==> src/common/vnarrow_pkg.sv <==
package vnarrow_pkg;

	// ========================================================================
	// datapath widths
	// ========================================================================

	localparam int VEC_BITS   = 64; // full vector word.
	localparam int HALF_BITS  = 32; // one narrowed beat.
	localparam int BE_BITS    = 8;  // byte enables per word.
	localparam int SHAMT_BITS = 6;  // enough for 64-bit elements.

	// element width, source is one step above destination.
	typedef enum logic [1:0] {
		SEW8  = 2'd0,
		SEW16 = 2'd1,
		SEW32 = 2'd2,
		SEW64 = 2'd3
	} sew_e;

	// ========================================================================
	// beat structs
	// ========================================================================

	// input beat, flush travels on its own cycle.
	typedef struct packed {
		logic                  valid;
		logic                  flush;
		sew_e                  sew;   // source width.
		logic                  arith; // sign fill when set.
		logic [SHAMT_BITS-1:0] shamt;
		logic [VEC_BITS-1:0]   data;
		logic [BE_BITS-1:0]    be;
	} narrow_req_t;

	// enable stage result, lines up with the narrowed half.
	typedef struct packed {
		logic                  valid;
		logic                  flush;
		sew_e                  sew;
		logic [BE_BITS/2-1:0]  be;    // compacted enables.
	} narrow_ctl_t;

	// packed output word.
	typedef struct packed {
		logic [VEC_BITS-1:0]   data;
		logic [BE_BITS-1:0]    be;
		sew_e                  sew;   // destination width.
	} pack_out_t;

endpackage
==> src/verilog/vnarrow_top.sv <==
`timescale 1ns/1ps

module vnarrow_top (
	input  logic                     clk,
	input  logic                     rst,
	input  vnarrow_pkg::narrow_req_t req,
	output logic                     out_valid,
	output vnarrow_pkg::pack_out_t   out
);

	// both narrowers register on the same edge, so half and ctl stay aligned.
	logic [vnarrow_pkg::HALF_BITS-1:0] half;
	vnarrow_pkg::narrow_ctl_t          ctl;

	// ========================================================================
	// narrowing stage
	// ========================================================================

	narrow_shifter u_narrow_shifter (
		.clk  (clk),
		.rst  (rst),
		.req  (req),
		.half (half)
	);

	narrow_enables u_narrow_enables (
		.clk (clk),
		.rst (rst),
		.req (req),
		.ctl (ctl)
	);

	// ========================================================================
	// packing stage
	// ========================================================================

	beat_packer u_beat_packer (
		.clk       (clk),
		.rst       (rst),
		.half      (half),
		.ctl       (ctl),
		.out_valid (out_valid),
		.out       (out)
	);

endmodule

==> src/verilog/beat_packer.sv <==
`timescale 1ns/1ps

module beat_packer (
	input  logic                              clk,
	input  logic                              rst,
	input  logic [vnarrow_pkg::HALF_BITS-1:0] half,
	input  vnarrow_pkg::narrow_ctl_t          ctl,
	output logic                              out_valid,
	output vnarrow_pkg::pack_out_t            out
);

	logic                                turn;      // a first beat is held.
	logic [vnarrow_pkg::HALF_BITS-1:0]   held_half;
	logic [vnarrow_pkg::BE_BITS/2-1:0]   held_be;
	vnarrow_pkg::sew_e                   held_sew;

	logic                                emit;
	logic [vnarrow_pkg::HALF_BITS-1:0]   high_half;
	logic [vnarrow_pkg::BE_BITS/2-1:0]   high_be;
	vnarrow_pkg::sew_e                   dst_sew;

	// ========================================================================
	// word assembly
	// ========================================================================

	// second beat or flush closes the pair, lone flush does nothing.
	assign emit = turn & (ctl.valid | ctl.flush);

	// flush leaves the high half empty.
	assign high_half = ctl.valid ? half : '0;
	assign high_be   = ctl.valid ? ctl.be : '0;

	assign dst_sew = vnarrow_pkg::sew_e'(held_sew - 2'd1); // one step down.

	// ========================================================================
	// pairing state and output register
	// ========================================================================

	always_ff @(posedge clk) begin
		if (rst) begin
			turn      <= 1'b0;
			out_valid <= 1'b0;
		end else begin
			out_valid <= emit;
			if (emit) begin
				turn <= 1'b0;
			end else if (ctl.valid) begin
				turn <= 1'b1;
			end
		end
	end

	always_ff @(posedge clk) begin
		if (ctl.valid && !turn) begin
			held_half <= half;
			held_be   <= ctl.be;
			held_sew  <= ctl.sew;
		end
	end

	always_ff @(posedge clk) begin
		if (emit) begin
			out.data <= {high_half, held_half}; // first beat low.
			out.be   <= {high_be, held_be};
			out.sew  <= dst_sew;
		end
	end

	// the word carries one width, so both halves must agree.
	a_pair_same_sew : assert property (
		@(posedge clk) disable iff (rst)
		(turn && ctl.valid) |-> ctl.sew == held_sew
	);

endmodule

==> src/narrow/narrow_enables.sv <==
`timescale 1ns/1ps

module narrow_enables (
	input  logic                     clk,
	input  logic                     rst,
	input  vnarrow_pkg::narrow_req_t req,
	output vnarrow_pkg::narrow_ctl_t ctl
);

	logic [vnarrow_pkg::BE_BITS/2-1:0] be_next;

	// keep the enables of the low half of each source element.
	always_comb begin
		case (req.sew)
			vnarrow_pkg::SEW16: be_next = {req.be[6], req.be[4], req.be[2], req.be[0]};
			vnarrow_pkg::SEW32: be_next = {req.be[5], req.be[4], req.be[1], req.be[0]};
			vnarrow_pkg::SEW64: be_next = req.be[3:0];
			default:            be_next = '0;
		endcase
	end

	// ========================================================================
	// beat control stage
	// ========================================================================

	always_ff @(posedge clk) begin
		if (rst) begin
			ctl.valid <= 1'b0;
			ctl.flush <= 1'b0;
		end else begin
			ctl.valid <= req.valid;
			ctl.flush <= req.flush;
		end
	end

	// payload follows the same edge as the shifter output.
	always_ff @(posedge clk) begin
		if (req.valid) begin
			ctl.sew <= req.sew;
			ctl.be  <= be_next;
		end
	end

	// flush shares the pairing state with valid beats downstream.
	a_valid_flush_excl : assert property (
		@(posedge clk) disable iff (rst)
		!(req.valid && req.flush)
	);

endmodule

==> src/narrow/narrow_shifter.sv <==
`timescale 1ns/1ps

module narrow_shifter (
	input  logic                                clk,
	input  logic                                rst,
	input  vnarrow_pkg::narrow_req_t            req,
	output logic [vnarrow_pkg::HALF_BITS-1:0]   half
);

	// one candidate per source width: 16, 32 and 64 bits.
	logic [2:0][vnarrow_pkg::HALF_BITS-1:0] cand;
	logic [vnarrow_pkg::HALF_BITS-1:0]      half_next;

	// ========================================================================
	// per-element shift and halve
	// ========================================================================

	// w selects the source width as 16 << w.
	for (genvar w = 0; w < 3; w++) begin : g_sew
		for (genvar e = 0; e < (vnarrow_pkg::VEC_BITS >> (4 + w)); e++) begin : g_elem
			logic [(16 << w)-1:0] src;
			logic [(32 << w)-1:0] ext;
			logic [3+w:0]         sh;

			assign src = req.data[e*(16 << w) +: (16 << w)];
			// upper half is the fill, so a plain right select acts as sra/srl.
			assign ext = {{(16 << w){req.arith & src[(16 << w)-1]}}, src};
			assign sh  = req.shamt[3+w:0]; // modulo element width.

			assign cand[w][e*(8 << w) +: (8 << w)] = ext[sh +: (8 << w)];
		end
	end

	always_comb begin
		case (req.sew)
			vnarrow_pkg::SEW16: half_next = cand[0];
			vnarrow_pkg::SEW32: half_next = cand[1];
			vnarrow_pkg::SEW64: half_next = cand[2];
			default:            half_next = '0; // 8-bit source not supported.
		endcase
	end

	// ========================================================================
	// output register
	// ========================================================================

	always_ff @(posedge clk) begin
		if (req.valid) begin
			half <= half_next;
		end
	end

	// packer has no 8-bit path, a byte source would give a bogus width.
	a_no_sew8 : assert property (
		@(posedge clk) disable iff (rst)
		req.valid |-> req.sew != vnarrow_pkg::SEW8
	);

endmodule

==> config.mk <==
export PLATFORM = sky130hd
export DESIGN_NAME = vnarrow_top
export DESIGN_NICKNAME = d
export VERILOG_FILES = /design/src/common/vnarrow_pkg.sv /design/src/verilog/vnarrow_top.sv /design/src/verilog/beat_packer.sv /design/src/narrow/narrow_enables.sv /design/src/narrow/narrow_shifter.sv
export SDC_FILE = /design/constraint.sdc
export NUM_CORES = 1
export LEC_CHECK = 0
export BUFFER_PORTS_ARGS = -buffer_cell sky130_fd_sc_hd__buf_4
export CORE_AREA = 5 5 150 152
export DETAILED_ROUTE_END_ITERATION = 16
export DIE_AREA = 0 0 155 157
export PLACE_DENSITY = 0.76
export SETUP_SLACK_MARGIN = 0.05
export SLEW_MARGIN = 10
export SYNTH_ARGS = -nofsm -noshare
export SYNTH_HDL_FRONTEND = slang
export SYNTH_SLANG_ARGS = --single-unit
==> constraint.sdc <==
create_clock -name clk -period 6.1 [get_ports clk]
set_input_delay 0.915 -clock clk [delete_from_list [all_inputs] [get_ports clk]]
set_output_delay 0.915 -clock clk [all_outputs]
set_load 0.005 [all_outputs]
; ---- Word level (Yosys, flattened, before mapping)
; Index checks and enable logic that the tools add are counted.
[op_classes]
n_eq_ne = 3
shifts = 7
reduce_logical = 3
n_mux = 2
n_addsub = 1
bitwise = 6
[ops]
columns = operator, count
row1 = $shiftx 128x7->32, 1
row2 = $shiftx 32x5->8, 4
row3 = $shiftx 64x6->16, 2
row4 = $pmux 32 s3, 1
row5 = $pmux 4 s3, 1
row6 = $and 1x1->1, 5
row7 = $eq 2x2->1 const B, 2
row8 = $eq 2x1->1 const B, 1
row9 = $reduce_or 2->1, 1
row10 = $sub 2x1->2 const B, 1
row11 = $logic_and 1x1->1, 1
row12 = $logic_not 1->1, 1
row13 = $or 1x1->1, 1
[word_totals]
reg_bits = 154
wordCells = 37
input_bits = 85
out_inout_bits = 75

; ---- Logic depth before layout (Yosys ltp)
[depth]
word_depth = 3
mapped_depth = 11
mapped_depth_nobuf = 6

; ---- By module
; From an unflattened synthesis, not the netlist that was laid out.
[unflattened]
cells_unflattened = 1015
hier_area_um2 = 11168.2
[by_module_without_submodules]
columns = module, cells_per_inst, seq_area_each_um2, area_per_inst_um2, instances
row1 = narrow_shifter, 835, 960.9, 7135.6, 1
row2 = beat_packer, 161, 3403.3, 3727.3, 1
row3 = narrow_enables, 19, 220.2, 305.3, 1

; ---- Worst setup path after synthesis
; No wires, ideal clock.
[synth_path]
path_type = reg-to-reg
startpoint = reg u_narrow_enables.ctl[7] (netlist name)
endpoint = reg u_beat_packer.out[0] (netlist name)
path_stages_with_launch = 3
period_less_slack_ns = 4.167
arrival_ns = 3.651
t_required_ns = 5.584
setup_ns = 0.516
path_buffers = 0
path_slack_ns = 1.933
cell_sequence = dfxtp_1 nor2_1 nor2b_1
[synth_between]
elab_chain_len = 2
[synth_rtl]
columns = element, line_no
row1 = $or 1x1->1, beat_packer.sv:27  ; assign emit = turn & (ctl.valid | ctl.flush);
row2 = $and 1x1->1, beat_packer.sv:27
row3 = via u_beat_packer.emit, beat_packer.sv:17  ; logic emit;
; The timed path passes the listed nets, and every way through them passes these cells.
; A chain may end at the register's enable or synchronous reset.

; ---- Worst setup path in the final report
[layout_path]
startpoint = in req[73] (netlist bit)
endpoint = reg u_narrow_shifter.half[14] (netlist bit) (data pin)
[layout_between]
elab_chain_len = 2
word_cells_on_any_way = 4
cone_classes = 3 x shift / 1 x mux
[layout_rtl]
columns = element, line_no
row1 = from (decl), vnarrow_top.sv:6  ; input vnarrow_pkg::narrow_req_t req,
row2 = $shiftx 128x7->32 (tied with other cells), narrow_shifter.sv:30  ; assign cand[w][e*(8 << w) +: (8 << w)] = ext[sh +: (8 << w)];
row3 = $pmux 32 s3 *, narrow_shifter.sv:35  ; case (req.sew)
row4 = via u_narrow_shifter.half_next (one bit), narrow_shifter.sv:12  ; logic [vnarrow_pkg::HALF_BITS-1:0] half_next;
row5 = to (signal assigned), narrow_shifter.sv:49  ; half <= half_next;
row6 = to (decl), narrow_shifter.sv:7  ; output logic [vnarrow_pkg::HALF_BITS-1:0] half
; Mark *: on every way through the listed nets, which the timed path passes. The rest lies on a longest branch.

==> impl_metrics.py <==
metrics = {
    "outcome": {
        "status": "completed",
    },
    "clock_network": {
        "clock-sinks": 154,
        "clockBufferDepth": 2,
        "cts_resized": 0,
        "h-tree-depth": 4,
        "cts_hold_buffers": 0,
        "post_cts_buffers": 0,
        "cts_tree": "yes",
        "clk_pin_slew_ns": 0.07,
        "clk_latency_ns": 0.41,
        "cts_root_buf": "clkbuf_16",
        "cts_inserted_buffers": 17,
    },
    "worst_setup_path": {
        "crit_top_cell": "buf_4",
        "crit_buf_inv": 2,
        "cpMaxStageDelayCell": "buf_4",
        "cp.arrival_ns": 3.88,
        "critical_path_class": "input port to register",
        "crit_path_max_fanout": 60,
        "setup.worst_path.end_class": "register",
        "crit_path_cell_trace": "buf_4 -> buf_4 -> mux4_2 -> mux2_2 -> mux2i_1 -> nand2_1 -> a31o_1 -> a21o_1",
        "max_stage_delay_ns": 0.64,
        "cp_data_required_time_ns": 6.25,
        "crit_family": "multiplexers",
        "critPathLaunchType": "input port",
    },
    "placed_design": {
        "dp.cells": 1343,
        "place_congestion": 1.02,
        "pre_cts_ws_ns": 1.95,
        "dp_hpwl_mm": 26.6,
        "portBuffers": 158,
    },
    "final_layout": {
        "syn2layout_area_growth_pct": 15.9,
        "layout_commonest_cell": "buf_4",
        "drive_above_1_share_pct": 31.0,
        "n_fill_cell": 1632,
        "antenna_cells": 0,
        "layout_common_cells": "buf_4 (176), edfxtp_1 (150), nand2_1 (94)",
        "final_util_pct": 63.1,
        "layout.nets": 1172,
        "layoutNonFillerInstCount": 1375,
    },
    "synthesis": {
        "synth_ff_type": "edfxtp_1",
        "ys_seq_elements": 154,
        "synth-seq-area-share_pct": 40.3,
        "yosys_warnings": 0,
        "syn_area_per_cell_um2": 11.6,
        "syn_area_um2": 11400,
        "syn_nets": 1066,
        "synth_cell_type_count": 70,
        "synthCells": 981,
        "synth_edf_count": 150,
        "async_flop_share_pct": 0,
    },
    "power_and_ir_drop": {
        "power_density_nw_per_um2": 230,
        "vdd_ir_drop_max_v": 0.000224,
        "combPwrFrac_pct": 25.0,
        "p_int_mw": 2.11,
        "p_switching_mw": 0.923,
        "leakage_nw": 4.94,
        "p_clk_share_pct": 33.2,
        "p_seq_share_pct": 41.7,
        "swShare_pct": 30.4,
    },
    "sta": {
        "tns_ns": 0,
        "worst_slack_ns": 2.37,
        "worstMarginPinSlew_ns": 1.11,
        "timing.hold.ws_ns": 0.415,
        "rsz0062_at_grt": "no",
        "finalMaxSlewViolations": 0,
        "layout_min_cycle_time_ns": 3.73,
        "max-slew-margin-rel_pct": 25.9,
        "final_hold_viol_count": 0,
        "finalClockSkew_ns": 0.0107,
        "fmax_mhz": 268,
        "fin_crit_sh_pct": 61.2,
        "setup-violations-final": 0,
    },
    "global_route": {
        "grt_use_total_pct": 29.1,
        "grt_overflow": 0,
        "antenna_found_initial": 0,
        "grt_pass1_wl_mm": 54.2,
        "grt_pass1_vias": 8833,
        "grt_max_degree": 82,
    },
    "floorplan": {
        "dieArea_um2": 24300,
        "io_pins": 160,
        "die_y_um": 157,
        "start_util_pct": 54.4,
        "coreArea_um2": 20900,
        "rows": 53,
        "die_w_um": 155,
    },
    "flow_run": {
        "maxCapViolCount": 0,
    },
    "drt": {
        "ant_nets": 0,
        "drt-vias-per-instance": 6.77,
        "drt_drc_violations_left": 0,
        "wire_per_inst_um": 26.1,
        "routed_wl_mm": 35.9,
        "firstDrtPassIters": 6,
        "drtIter0Drc": 1041,
        "via_count": 9314,
    },
    "worst_hold_path": {
        "hp-class": "register to register",
    },
}
## power groups by stage
| stage | Combinational [mW] | Sequential [mW] | Clock, mW |
|---|---|---|---|
| 6_report | 0.759 | 1.27 | 1.01 |
| 5_1_grt | 0.800 | 1.27 | 1.08 |
| 4_1_cts | 0.739 | 1.27 | 1.03 |
| 3_5_place_dp | 0.736 | 1.29 | 0 |
| 3_3_place_gp | 0.735 | 1.28 | 0 |
| 2_1_floorplan | 0.481 | 1.28 | 0 |
## logic make-up (layout without fill, tap and decap cells)
group	count (synthesis)	count (layout)	share of synthesized area (%)
and+or+nand+nor	269	269	11.1
AOI/OAI and AO/OA	244	244	14.7
muxes	212	212	29.3
DFF	154	154	40.3
buffers and inverters	101	220	4.47
xor gates and xnor gates	1	1	0.0770
## registers in the layout, summed over array words and instances, names as in the netlist
name / flops
u_beat_packer.out_valid: 1
u_beat_packer.held_be: 4
u_narrow_shifter.half: 32
u_beat_packer.held_sew: 2
u_beat_packer.out: 74
u_narrow_enables.ctl: 8
u_beat_packer.turn: 1
u_beat_packer.held_half: 32
## final timing paths
kind                                    start                   endpoint  slack [ns]  cells past startpoint
hold reg to reg   u_beat_packer.held_half[13]      u_beat_packer.out[23]        0.42                      0
setup / recovery                      req[73]  u_narrow_shifter.half[14]        2.37                      8
hold / removal    u_beat_packer.held_half[13]      u_beat_packer.out[23]        0.42                      0
setup reg to reg      u_narrow_enables.ctl[7]      u_beat_packer.out[58]        3.31                      3
## cell usage after synthesis, drive strengths merged, types with 14 or more instances
| cell | number | share of area (%) |
|---|---|---|
| a211oi | 16 | 1.1 |
| a21oi | 54 | 2.4 |
| and2 | 46 | 2.5 |
| buf | 51 | 2.8 |
| clkbuf | 38 | 1.3 |
| edfxtp | 150 | 40 |
| mux2 | 38 | 3.8 |
| mux2i | 84 | 7.4 |
| mux4 | 90 | 18 |
| nand2 | 94 | 3.1 |
| nand2b | 14 | 0.77 |
| nand3 | 19 | 0.84 |
| nor2 | 61 | 2.0 |
| o21ai | 38 | 1.7 |
| o22ai | 18 | 0.99 |
## metrics by stage
stage               total power, mW  instance area, µm²
global route                   3.15               13200
CTS                            3.04               13200
floorplan                      1.76               11400
global placement               2.02               12600
detailed placement             2.03               12600
finish                         3.03               13200
## worst register-to-register path: stages, from the launching register on
cell     delay (ns)
dfxtp_1        1.05
nor2_1         0.24
nor2b_4        0.44
buf_4          0.66
## layer usage
metal  global-route usage, %  up-vias  part of all wire [%]
met5                       0        -                     0
met4                    13.4        0                   4.7
met3                    5.66       79                    11
met2                    44.3      621                    45
met1                    40.7     4506                    40
li1                        -     4108                     -
## area by class of cell
| class | instances | area, µm² | share of cell area [%] |
|---|---|---|---|
| clock buffers | 18 | 439 | 3.33 |
| clock inverters | 14 | 150 | 1.14 |
| inverters | 12 | 45.0 | 0.342 |
| multi-input cells | 726 | 6300 | 47.8 |
| flip-flops and latches | 154 | 4580 | 34.8 |
| well taps | 275 | 344 | 2.61 |
| repair buffers | 176 | 1320 | 10.0 |
No activity file was read; power rests on OpenSTA's default activity.
